`config.mk`:
```
export PLATFORM = sky130hd
export DESIGN_NAME = dsi_tx_top
export DESIGN_NICKNAME = d
export VERILOG_FILES = /design/src/hdl/dsi_tx_pkg.sv /design/src/hdl/dsi_tx_lane_ctrl.sv /design/src/hdl/dsi_tx_lane_distributor.sv /design/src/hdl/dsi_tx_lane_fifo.sv /design/src/hdl/dsi_tx_line_buffer.sv /design/src/hdl/dsi_tx_packet_assembler.sv /design/src/hdl/dsi_tx_top.sv
export SDC_FILE = /design/constraint.sdc
export NUM_CORES = 2
export LEC_CHECK = 0
export BUFFER_PORTS_ARGS = -buffer_cell sky130_fd_sc_hd__buf_2
export CAP_MARGIN = 10
export CORE_AREA = 2 2 450 341
export CTS_BUF_LIST = sky130_fd_sc_hd__clkbuf_4 sky130_fd_sc_hd__clkbuf_8
export DETAILED_ROUTE_END_ITERATION = 16
export DIE_AREA = 0 0 452 343
export SYNTH_ARGS = -nofsm -noshare
export SYNTH_HDL_FRONTEND = slang
export SYNTH_SLANG_ARGS = --single-unit
```
`constraint.sdc`:
```
create_clock -name clk_phy -period 8.6 [get_ports clk_phy]
set_clock_uncertainty 0.2 [all_clocks]
set_input_delay 2.58 -clock clk_phy [delete_from_list [all_inputs] [get_ports clk_phy]]
set_output_delay 2.58 -clock clk_phy [all_outputs]
set_load 0.01 [all_outputs]
```
`src/hdl/dsi_tx_pkg.sv`:
```
`default_nettype none

package dsi_tx_pkg;

    localparam int PIX_WORD_W      = 32;
    localparam int BYTE_W          = 8;
    localparam int LANES_MAX       = 4;
    localparam int LINE_WIDTH      = 64;   // pixels
    localparam int BITS_PER_PIXEL  = 8;
    localparam int LINE_BYTES      = LINE_WIDTH * BITS_PER_PIXEL / BYTE_W;
    localparam int LINE_WORDS      = LINE_BYTES * BYTE_W / PIX_WORD_W;
    localparam int HEADER_BYTES    = 4;
    localparam int FOOTER_BYTES    = 2;
    localparam int PACKET_BYTES    = HEADER_BYTES + LINE_BYTES + FOOTER_BYTES;
    localparam int LINE_FIFO_DEPTH = 2 * LINE_WORDS;   // room for two lines
    localparam int LANE_FIFO_DEPTH = 16;

    localparam int LINE_PTR_W = $clog2(LINE_FIFO_DEPTH);
    localparam int LANE_PTR_W = $clog2(LANE_FIFO_DEPTH);
    localparam int WORD_IDX_W = $clog2(LINE_WORDS);
    localparam int LANE_IDX_W = $clog2(LANES_MAX);
    localparam int BYTE_CNT_W = $clog2(PACKET_BYTES);

    typedef logic [PIX_WORD_W-1:0] pix_word_t;
    typedef logic [BYTE_W-1:0]     lane_byte_t;
    typedef logic [2:0]            lane_num_t;
    typedef logic [LANES_MAX-1:0]  lane_mask_t;
    typedef logic [15:0]           word_count_t;
    typedef logic [7:0]            ecc_t;

    localparam lane_byte_t DI_LONG_PACKET = 8'h29;   // generic long write
    localparam lane_byte_t HS_SYNC_BYTE   = 8'hB8;

    typedef enum logic [1:0] {ASM_IDLE, ASM_HEADER, ASM_PAYLOAD, ASM_FOOTER} asm_state_t;
    typedef enum logic [1:0] {LANE_IDLE, LANE_SYNC, LANE_BURST} lane_state_t;

    // hamming parity over DI and word count with bits 7:6 held at zero
    function automatic ecc_t dsi_ecc(input logic [23:0] d);
        ecc_t p;
        p    = '0;
        p[0] = d[0] ^ d[1] ^ d[2] ^ d[4] ^ d[5] ^ d[7] ^ d[10] ^ d[11] ^ d[13]
             ^ d[16] ^ d[20] ^ d[21] ^ d[22] ^ d[23];
        p[1] = d[0] ^ d[1] ^ d[3] ^ d[4] ^ d[6] ^ d[8] ^ d[10] ^ d[12] ^ d[14]
             ^ d[17] ^ d[20] ^ d[21] ^ d[22] ^ d[23];
        p[2] = d[0] ^ d[2] ^ d[3] ^ d[5] ^ d[6] ^ d[9] ^ d[11] ^ d[12] ^ d[15]
             ^ d[18] ^ d[20] ^ d[21] ^ d[22];
        p[3] = d[1] ^ d[2] ^ d[3] ^ d[7] ^ d[8] ^ d[9] ^ d[13] ^ d[14] ^ d[15]
             ^ d[19] ^ d[20] ^ d[21] ^ d[23];
        p[4] = d[4] ^ d[5] ^ d[6] ^ d[7] ^ d[8] ^ d[9] ^ d[16] ^ d[17] ^ d[18]
             ^ d[19] ^ d[20] ^ d[22] ^ d[23];
        p[5] = d[10] ^ d[11] ^ d[12] ^ d[13] ^ d[14] ^ d[15] ^ d[16] ^ d[17]
             ^ d[18] ^ d[19] ^ d[21] ^ d[22] ^ d[23];
        return p;
    endfunction

endpackage

`default_nettype wire

```
`src/hdl/dsi_tx_lane_ctrl.sv`:
```
`timescale 1ns/10ps
`default_nettype none

module dsi_tx_lane_ctrl
    import dsi_tx_pkg::*;
(
    input  wire                             clk_phy,
    input  wire                             rst_n,
    input  wire lane_mask_t                 lane_mask,
    input  wire [LANES_MAX-1:0][BYTE_W:0]   lane_rd_data,
    input  wire lane_mask_t                 lane_empty,
    output lane_mask_t                      lane_rd,
    output lane_byte_t [LANES_MAX-1:0]      hs_data,
    output lane_mask_t                      hs_valid,
    output lane_mask_t                      hs_active
);

    lane_state_t state;
    lane_mask_t  active;     // lanes still inside their burst
    lane_mask_t  last_pop;
    logic        start;

    // every masked lane holds at least one byte
    assign start     = (lane_mask != '0) && ((lane_mask & lane_empty) == '0);
    assign lane_rd   = (state == LANE_BURST) ? (active & ~lane_empty) : '0;
    assign hs_valid  = (state == LANE_SYNC) ? active : lane_rd;
    assign hs_active = active;

    always_comb begin
        for (int i = 0; i < LANES_MAX; i++) begin
            last_pop[i] = lane_rd[i] & lane_rd_data[i][BYTE_W];
            hs_data[i]  = (state == LANE_SYNC) ? HS_SYNC_BYTE : lane_rd_data[i][BYTE_W-1:0];
        end
    end

    always_ff @(posedge clk_phy or negedge rst_n) begin
        if (!rst_n) begin
            state  <= LANE_IDLE;
            active <= '0;
        end else begin
            case (state)
                LANE_IDLE: begin
                    if (start) begin
                        state  <= LANE_SYNC;
                        active <= lane_mask;   // mask held for the whole burst
                    end
                end
                LANE_SYNC: begin
                    state <= LANE_BURST;
                end
                LANE_BURST: begin
                    active <= active & ~last_pop;
                    if (active == '0) begin
                        state <= LANE_IDLE;
                    end
                end
                default: begin
                    state <= LANE_IDLE;
                end
            endcase
        end
    end

endmodule

`default_nettype wire

```
`src/hdl/dsi_tx_lane_distributor.sv`:
```
`timescale 1ns/10ps
`default_nettype none

module dsi_tx_lane_distributor
    import dsi_tx_pkg::*;
(
    input  wire                           clk_phy,
    input  wire                           rst_n,
    input  wire lane_num_t                lanes_number,
    input  wire lane_byte_t               pkt_byte,
    input  wire                           pkt_valid,
    output logic                          pkt_ready,
    output logic [LANES_MAX-1:0][BYTE_W:0] lane_wr_data,
    output lane_mask_t                    lane_wr,
    input  wire lane_mask_t               lane_full,
    output lane_mask_t                    lane_mask
);

    logic [BYTE_CNT_W-1:0] byte_idx;
    logic [LANE_IDX_W-1:0] cur_lane;
    lane_num_t             lanes_q;
    lane_num_t             lanes_eff;
    logic                  xfer;
    logic                  last_byte;
    logic                  pkt_last;

    assign lanes_eff = (byte_idx == '0) ? lanes_number : lanes_q;   // live at byte 0
    assign last_byte = byte_idx >= BYTE_CNT_W'(PACKET_BYTES) - BYTE_CNT_W'(lanes_eff);
    assign pkt_last  = (byte_idx == BYTE_CNT_W'(PACKET_BYTES - 1));
    assign pkt_ready = ~lane_full[cur_lane];
    assign xfer      = pkt_valid & pkt_ready;
    assign lane_wr   = lane_mask_t'(xfer) << cur_lane;

    always_comb begin
        for (int i = 0; i < LANES_MAX; i++) begin
            lane_wr_data[i] = {last_byte, pkt_byte};
        end
    end

    always_ff @(posedge clk_phy or negedge rst_n) begin
        if (!rst_n) begin
            byte_idx  <= '0;
            cur_lane  <= '0;
            lanes_q   <= '0;
            lane_mask <= '0;
        end else if (xfer) begin
            byte_idx <= pkt_last ? '0 : byte_idx + 1'b1;
            if (pkt_last || cur_lane == LANE_IDX_W'(lanes_eff - 1'b1)) begin
                cur_lane <= '0;
            end else begin
                cur_lane <= cur_lane + 1'b1;
            end
            if (byte_idx == '0) begin
                lanes_q   <= lanes_number;
                lane_mask <= ~(lane_mask_t'('1) << lanes_number);   // low N lanes
            end
        end
    end

    lanes_in_range: assert property (@(posedge clk_phy) disable iff (!rst_n)
        byte_idx != '0 |-> lanes_q inside {[1:LANES_MAX]});

endmodule

`default_nettype wire

```
`src/hdl/dsi_tx_lane_fifo.sv`:
```
`timescale 1ns/10ps
`default_nettype none

module dsi_tx_lane_fifo
    import dsi_tx_pkg::*;
(
    input  wire              clk_phy,
    input  wire              rst_n,
    input  wire [BYTE_W:0]   wr_data,   // last flag on top
    input  wire              wr,
    output logic             full,
    output logic [BYTE_W:0]  rd_data,
    input  wire              rd,
    output logic             empty
);

    logic [BYTE_W:0]       mem [LANE_FIFO_DEPTH];
    logic [LANE_PTR_W-1:0] wr_ptr;
    logic [LANE_PTR_W-1:0] rd_ptr;
    logic [LANE_PTR_W:0]   count;

    assign full    = (count == (LANE_PTR_W+1)'(LANE_FIFO_DEPTH));
    assign empty   = (count == '0);
    assign rd_data = mem[rd_ptr];   // head always visible

    always_ff @(posedge clk_phy) begin
        if (wr) begin
            mem[wr_ptr] <= wr_data;
        end
    end

    always_ff @(posedge clk_phy or negedge rst_n) begin
        if (!rst_n) begin
            wr_ptr <= '0;
            rd_ptr <= '0;
            count  <= '0;
        end else begin
            if (wr) begin
                wr_ptr <= wr_ptr + 1'b1;
            end
            if (rd) begin
                rd_ptr <= rd_ptr + 1'b1;
            end
            case ({wr, rd})
                2'b10:   count <= count + 1'b1;
                2'b01:   count <= count - 1'b1;
                default: count <= count;
            endcase
        end
    end

    no_write_when_full: assert property (@(posedge clk_phy) disable iff (!rst_n)
        wr |-> !full);

    no_read_when_empty: assert property (@(posedge clk_phy) disable iff (!rst_n)
        rd |-> !empty);

endmodule

`default_nettype wire

```
`src/hdl/dsi_tx_line_buffer.sv`:
```
`timescale 1ns/10ps
`default_nettype none

module dsi_tx_line_buffer
    import dsi_tx_pkg::*;
(
    input  wire            clk_phy,
    input  wire            rst_n,
    input  wire pix_word_t pix_data,
    input  wire            pix_eol,
    input  wire            pix_valid,
    output logic           pix_ready,
    output pix_word_t      word_data,
    output logic           word_valid,
    input  wire            word_ready,
    output logic           line_ready
);

    pix_word_t             mem [LINE_FIFO_DEPTH];
    logic [LINE_PTR_W-1:0] wr_ptr;
    logic [LINE_PTR_W-1:0] rd_ptr;
    logic [LINE_PTR_W:0]   count;
    logic [LINE_PTR_W:0]   count_nxt;
    logic [WORD_IDX_W-1:0] wr_idx;   // word position within the incoming line
    logic [WORD_IDX_W-1:0] rd_idx;
    logic [1:0]            line_cnt;
    logic                  wr_en;
    logic                  rd_en;
    logic                  line_in;
    logic                  line_out;

    assign wr_en      = pix_valid & pix_ready;
    assign rd_en      = word_valid & word_ready;
    assign line_in    = wr_en & pix_eol;
    assign line_out   = rd_en & (rd_idx == WORD_IDX_W'(LINE_WORDS - 1));
    assign word_valid = (count != '0);
    assign word_data  = mem[rd_ptr];   // show-ahead
    assign line_ready = (line_cnt != '0);

    always_comb begin
        case ({wr_en, rd_en})
            2'b10:   count_nxt = count + 1'b1;
            2'b01:   count_nxt = count - 1'b1;
            default: count_nxt = count;
        endcase
    end

    always_ff @(posedge clk_phy) begin
        if (wr_en) begin
            mem[wr_ptr] <= pix_data;
        end
    end

    always_ff @(posedge clk_phy or negedge rst_n) begin
        if (!rst_n) begin
            wr_ptr    <= '0;
            rd_ptr    <= '0;
            count     <= '0;
            wr_idx    <= '0;
            rd_idx    <= '0;
            line_cnt  <= '0;
            pix_ready <= 1'b0;
        end else begin
            count     <= count_nxt;
            pix_ready <= (count_nxt != (LINE_PTR_W+1)'(LINE_FIFO_DEPTH));
            if (wr_en) begin
                wr_ptr <= wr_ptr + 1'b1;
                wr_idx <= wr_idx + 1'b1;   // wraps at line end
            end
            if (rd_en) begin
                rd_ptr <= rd_ptr + 1'b1;
                rd_idx <= rd_idx + 1'b1;
            end
            case ({line_in, line_out})
                2'b10:   line_cnt <= line_cnt + 1'b1;
                2'b01:   line_cnt <= line_cnt - 1'b1;
                default: line_cnt <= line_cnt;
            endcase
        end
    end

    eol_on_last_word: assert property (@(posedge clk_phy) disable iff (!rst_n)
        line_in |-> wr_idx == WORD_IDX_W'(LINE_WORDS - 1));

endmodule

`default_nettype wire

```
`src/hdl/dsi_tx_packet_assembler.sv`:
```
`timescale 1ns/10ps
`default_nettype none

module dsi_tx_packet_assembler
    import dsi_tx_pkg::*;
(
    input  wire            clk_phy,
    input  wire            rst_n,
    input  wire            enable,
    input  wire            line_ready,
    input  wire pix_word_t word_data,
    input  wire            word_valid,
    output logic           word_ready,
    output lane_byte_t     pkt_byte,
    output logic           pkt_valid,
    input  wire            pkt_ready
);

    asm_state_t            state;
    logic [BYTE_CNT_W-1:0] byte_cnt;   // byte index within the current section
    logic                  xfer;
    logic                  phase_done;
    word_count_t           word_count;
    ecc_t                  hdr_ecc;

    assign word_count = word_count_t'(LINE_BYTES);
    assign hdr_ecc    = dsi_ecc({word_count, DI_LONG_PACKET});

    assign pkt_valid  = (state != ASM_IDLE);
    assign xfer       = pkt_valid & pkt_ready;
    // pop the word once its top byte is taken
    assign word_ready = xfer && (state == ASM_PAYLOAD) && (byte_cnt[1:0] == 2'd3);

    always_comb begin
        case (state)
            ASM_HEADER:  phase_done = (byte_cnt == BYTE_CNT_W'(HEADER_BYTES - 1));
            ASM_PAYLOAD: phase_done = (byte_cnt == BYTE_CNT_W'(LINE_BYTES - 1));
            ASM_FOOTER:  phase_done = (byte_cnt == BYTE_CNT_W'(FOOTER_BYTES - 1));
            default:     phase_done = 1'b0;
        endcase
    end

    always_comb begin
        pkt_byte = '0;   // footer is sent as zero
        case (state)
            ASM_HEADER: begin
                case (byte_cnt[1:0])
                    2'd0:    pkt_byte = DI_LONG_PACKET;
                    2'd1:    pkt_byte = word_count[7:0];
                    2'd2:    pkt_byte = word_count[15:8];
                    default: pkt_byte = hdr_ecc;
                endcase
            end
            ASM_PAYLOAD: pkt_byte = word_data[byte_cnt[1:0]*BYTE_W +: BYTE_W];   // low byte first
            default:     pkt_byte = '0;
        endcase
    end

    always_ff @(posedge clk_phy or negedge rst_n) begin
        if (!rst_n) begin
            state    <= ASM_IDLE;
            byte_cnt <= '0;
        end else begin
            if (state == ASM_IDLE) begin
                if (enable && line_ready) begin
                    state <= ASM_HEADER;
                end
            end else if (xfer) begin
                byte_cnt <= phase_done ? '0 : byte_cnt + 1'b1;
                if (phase_done) begin
                    case (state)
                        ASM_HEADER:  state <= ASM_PAYLOAD;
                        ASM_PAYLOAD: state <= ASM_FOOTER;
                        default:     state <= ASM_IDLE;
                    endcase
                end
            end
        end
    end

    // a full line is stored before the header starts
    payload_words_present: assert property (@(posedge clk_phy) disable iff (!rst_n)
        state == ASM_PAYLOAD |-> word_valid);

endmodule

`default_nettype wire

```
`src/hdl/dsi_tx_top.sv`:
```
`timescale 1ns/10ps
`default_nettype none

module dsi_tx_top
    import dsi_tx_pkg::*;
(
    input  wire                         clk_phy,
    input  wire                         rst_n,
    input  wire                         enable,
    input  wire lane_num_t              lanes_number,
    input  wire pix_word_t              pix_data,
    input  wire                         pix_eol,
    input  wire                         pix_valid,
    output logic                        pix_ready,
    output lane_byte_t [LANES_MAX-1:0]  hs_data,
    output lane_mask_t                  hs_valid,
    output lane_mask_t                  hs_active
);

    pix_word_t                     word_data;
    logic                          word_valid;
    logic                          word_ready;
    logic                          line_ready;
    lane_byte_t                    pkt_byte;
    logic                          pkt_valid;
    logic                          pkt_ready;
    logic [LANES_MAX-1:0][BYTE_W:0] lane_wr_data;
    logic [LANES_MAX-1:0][BYTE_W:0] lane_rd_data;
    lane_mask_t                    lane_wr;
    lane_mask_t                    lane_full;
    lane_mask_t                    lane_rd;
    lane_mask_t                    lane_empty;
    lane_mask_t                    lane_mask;

    dsi_tx_line_buffer dsi_tx_line_buffer_0 (
        .clk_phy    (clk_phy),
        .rst_n      (rst_n),
        .pix_data   (pix_data),
        .pix_eol    (pix_eol),
        .pix_valid  (pix_valid),
        .pix_ready  (pix_ready),
        .word_data  (word_data),
        .word_valid (word_valid),
        .word_ready (word_ready),
        .line_ready (line_ready)
    );

    dsi_tx_packet_assembler dsi_tx_packet_assembler_0 (
        .clk_phy    (clk_phy),
        .rst_n      (rst_n),
        .enable     (enable),
        .line_ready (line_ready),
        .word_data  (word_data),
        .word_valid (word_valid),
        .word_ready (word_ready),
        .pkt_byte   (pkt_byte),
        .pkt_valid  (pkt_valid),
        .pkt_ready  (pkt_ready)
    );

    dsi_tx_lane_distributor dsi_tx_lane_distributor_0 (
        .clk_phy      (clk_phy),
        .rst_n        (rst_n),
        .lanes_number (lanes_number),
        .pkt_byte     (pkt_byte),
        .pkt_valid    (pkt_valid),
        .pkt_ready    (pkt_ready),
        .lane_wr_data (lane_wr_data),
        .lane_wr      (lane_wr),
        .lane_full    (lane_full),
        .lane_mask    (lane_mask)
    );

    for (genvar i = 0; i < LANES_MAX; i++) begin : g_lane_fifo
        dsi_tx_lane_fifo dsi_tx_lane_fifo_i (
            .clk_phy (clk_phy),
            .rst_n   (rst_n),
            .wr_data (lane_wr_data[i]),
            .wr      (lane_wr[i]),
            .full    (lane_full[i]),
            .rd_data (lane_rd_data[i]),
            .rd      (lane_rd[i]),
            .empty   (lane_empty[i])
        );
    end

    dsi_tx_lane_ctrl dsi_tx_lane_ctrl_0 (
        .clk_phy      (clk_phy),
        .rst_n        (rst_n),
        .lane_mask    (lane_mask),
        .lane_rd_data (lane_rd_data),
        .lane_empty   (lane_empty),
        .lane_rd      (lane_rd),
        .hs_data      (hs_data),
        .hs_valid     (hs_valid),
        .hs_active    (hs_active)
    );

endmodule

`default_nettype wire

```
==> summary.txt <==
Outcome -> complete, no violations
Synth warnings -> 0
Min Clock Period, post-route -> 6.56 ns
Number of fillers in the final layout -> 12.0k
Total power -> 0.0242 W
Nets -> 3679
Type of origin of the critical path -> register
Pre-CTS WS -> 2.95 ns
Final core occ -> 0.502
Worst EP arrival -> 3.78 ns
Core area -> 151000 sq um
Root Buffer Master -> clkbuf_8
Dpl hpwl -> 92400 um
DR iter-0 viols -> 3856
Register bit total from synthesis -> 1706
Clk buf depth -> 4
GRT overflow -> 0
Seq/Total Area, Yosys -> 0.752
Layout cells sized above 1 -> 0.291
1st-pass router iterations -> 6
Max_slew headroom -> 0.191
Slew Viols, Final -> 0
Pwr/cell area -> 319 nW/um^2
Via count -> 33.6k
Synthesized cell area -> 67400 sq um
Met2 WL -> 72200 um
Vias per std cell -> 5.81
Initial Util -> 0.447
Area occupied by registers -> 50700 sq um
Die W -> 452 um
CTS tree -> built
Die Y -> 343 um
Crit-path cells -> buf_4 -> mux4_2 -> mux4_2 -> or2_2 -> buf_2
Fin Setup TNS -> 0 ns
Number of max-cap violations -> 0
Worst Hold Class -> register to register
WHS -> 0.287 ns
Slowest-stage cell, CP -> dfrtp_2
H-Tree Depth -> 5
Hold Vio Cnt, Final -> 0
Syn Area/Cell -> 20.5 sq um
Clock latency at the later pin of the worst-skew pair -> 1.04 ns
Leak -> 24.7 nW
Worst VDD drop -> 0.189 mV
DR WL/cell -> 28.5 um
Critical Path Most Common Cell -> mux4_2
Mapped Cells -> 3286
First-pass GRT wire length -> 238000 um
Distinct cells, synth -> 62
IO buf count -> 80
Syn_nets -> 3399
Layout area overhead -> 12.4%
Slowest stage delay, CP -> 0.83 ns
Clock sink count -> 1706
Setup Crit Path Kind -> register to output port
Met3 routed WL -> 13100 um
Worst EP required -> 5.82 ns
Final setup fails -> 0
Initial antenna violation count -> 13
CP endpoint kind -> output port
Post-DRT Antenna Nets -> 0
Primary FF master, synth -> edfxtp_1
Unrepaired setup endpoints after global routing -> no
Met1 WL -> 76200 um
DRC -> 0
Max Freq -> 153 MHz
Cell row count -> 124
Global router's overall resource usage -> 0.213
Die Area -> 155000 sq um
Max layer used -> met5
Hold_buf cts -> 0
Post-CTS setup repair buffer count -> 0
Clock transition at path regs -> 0.06 ns
Worst Max-Slew Pin Slew -> 1.21 ns
Crit Path Max Fanout -> 21
Final GP Congestion -> 0.792
Number of synthesized flops with an enable pin -> 1600
Vias in the first global route -> 33.5k
Area occupied by multi-input gates -> 16100 sq um
I/O pin count -> 81
Drt total wl -> 165000 um
Final setup margin -> 2.04 ns
Largest net degree at the start of global routing -> 87
Asr flop ratio synth -> 0.0621
Num CTS Buffers -> 282
Post_cts resized -> 0
Final worst path period share -> 0.762
[area by class of cell]
type,instances,share of cell area
Antenna cell,8,0.000264
Clock buffer,391,0.0632
Clock inverter,80,0.00563
Inverter,47,0.00233
Multi-Input combinational cell,1365,0.212
Sequential cell,1706,0.669
Tap cell,2016,0.0333
Timing Repair Buffer,164,0.0140
[critical path: cells and delay by family (launching register included)]
family / cells / cell delay, ns
mux: 2 / 1.07
flops: 1 / 0.83
buf+inv: 2 / 0.61
simple gates: 1 / 0.29
[final timing paths]
check	endpoint	cells after the start	slack (ns)	from
setup reg to reg	g_lane_fifo[3].dsi_tx_lane_fifo_i.mem[1][1]$_DFFE_PP_	8	3.61	dsi_tx_line_buffer_0.rd_ptr[1]$_DFFE_PN0P_
setup / recovery	hs_data[13]	5	2.04	g_lane_fifo[1].dsi_tx_lane_fifo_i.rd_ptr[0]$_DFFE_PN0P_
min in group asynchronous	dsi_tx_line_buffer_0.wr_ptr[1]$_DFFE_PN0P_	1	1.39	rst_n
max in group asynchronous	g_lane_fifo[1].dsi_tx_lane_fifo_i.rd_ptr[0]$_DFFE_PN0P_	2	5.61	rst_n
hold reg to reg	dsi_tx_line_buffer_0.line_cnt[1]$_DFFE_PN0P_	1	0.29	dsi_tx_line_buffer_0.line_cnt[1]$_DFFE_PN0P_
hold / removal	dsi_tx_line_buffer_0.line_cnt[1]$_DFFE_PN0P_	1	0.29	dsi_tx_line_buffer_0.line_cnt[1]$_DFFE_PN0P_
[synthesized netlist by cell type (all sizes together), types with 14 or more instances]
cell type,n,area [sq um]
a22o,15,131
nor4,16,100
nor2b,32,200
mux2,18,203
a221oi,14,123
nand4,17,106
or2,18,113
edfxtp,1600,48000
inv,47,176
mux4,389,8760
a22oi,22,165
xnor2,45,394
and2,21,131
ha,68,851
nand3,29,145
nand2,117,442
a21oi,36,180
nor3,23,125
a211oi,29,218
o21ai,43,215
nor2,109,419
clkbuf,78,293
o22ai,49,307
mux2i,119,1190
xor2,27,236
buf,90,607
a21o,17,128
dfrtp,106,2650
nand2b,17,106
[stage by stage]
stage,std cells,cell area [sq um]
3_5_place_dp,5298,70600
3_3_place_gp,5298,70600
4_1_cts,5769,75800
5_1_grt,5776,75800
6_report,5777,75800
2_1_floorplan,3286,67400
[sequential cells by signal, summed over array words and instances (netlist names), 5 cells and up]
signal,count
g_lane_fifo.dsi_tx_lane_fifo_i.count,20
dsi_tx_line_buffer_0.rd_ptr,5
dsi_tx_line_buffer_0.wr_ptr,5
g_lane_fifo.dsi_tx_lane_fifo_i.wr_ptr,16
g_lane_fifo.dsi_tx_lane_fifo_i.mem,576
dsi_tx_lane_distributor_0.byte_idx,7
g_lane_fifo.dsi_tx_lane_fifo_i.rd_ptr,16
dsi_tx_packet_assembler_0.byte_cnt,7
dsi_tx_line_buffer_0.mem,1024
dsi_tx_line_buffer_0.count,6
[layout by cell type, fill, tap and decap left out, types with 46 or more instances in the layout]
cell type / synthesis / layout
edfxtp_1: 1600 / 1600
ha_1: 68 / 68
buf_2: 41 / 79
nor2_1: 107 / 74
nand2_1: 116 / 115
inv_1: 46 / 46
mux4_2: 389 / 389
o22ai_1: 49 / 49
mux2i_1: 119 / 119
buf_4: 14 / 82
clkbuf_4: 0 / 95
dfrtp_1: 106 / 98
clkbuf_8: 0 / 296
[per-layer routing]
| metal | vias to the layer above | global-route usage |
|---|---|---|
| li1 | 14100 | - |
| met4 | 4 | 0.0547 |
| met1 | 17800 | 0.332 |
| met5 | - | 0 |
| met2 | 1406 | 0.305 |
| met3 | 276 | 0.0480 |
[logic make-up (layout without fill, tap and decap cells)]
family	Yosys count	count (layout)	share of synthesized area
AOI/OAI and AO/OA	266	266	0.0268
xor gates and xnor gates	72	72	0.00935
adders and majority gates	73	73	0.0141
buffers and inverters	215	682	0.0160
DFF	1706	1706	0.752
muxes	526	526	0.151
other	0	8	0
and+or+nand+nor	428	428	0.0314
[power breakdown]
| part | internal [W] | switching (W) | leakage, nW | total (W) |
|---|---|---|---|---|
| Clock | 0.00364 | 0.00315 | 2.78 | 0.00678 |
| Combinational | 0.00283 | 0.00387 | 6.08 | 0.00670 |
| Sequential | 0.0102 | 0.000541 | 15.9 | 0.0107 |
Power figures use the tool's default switching activity.
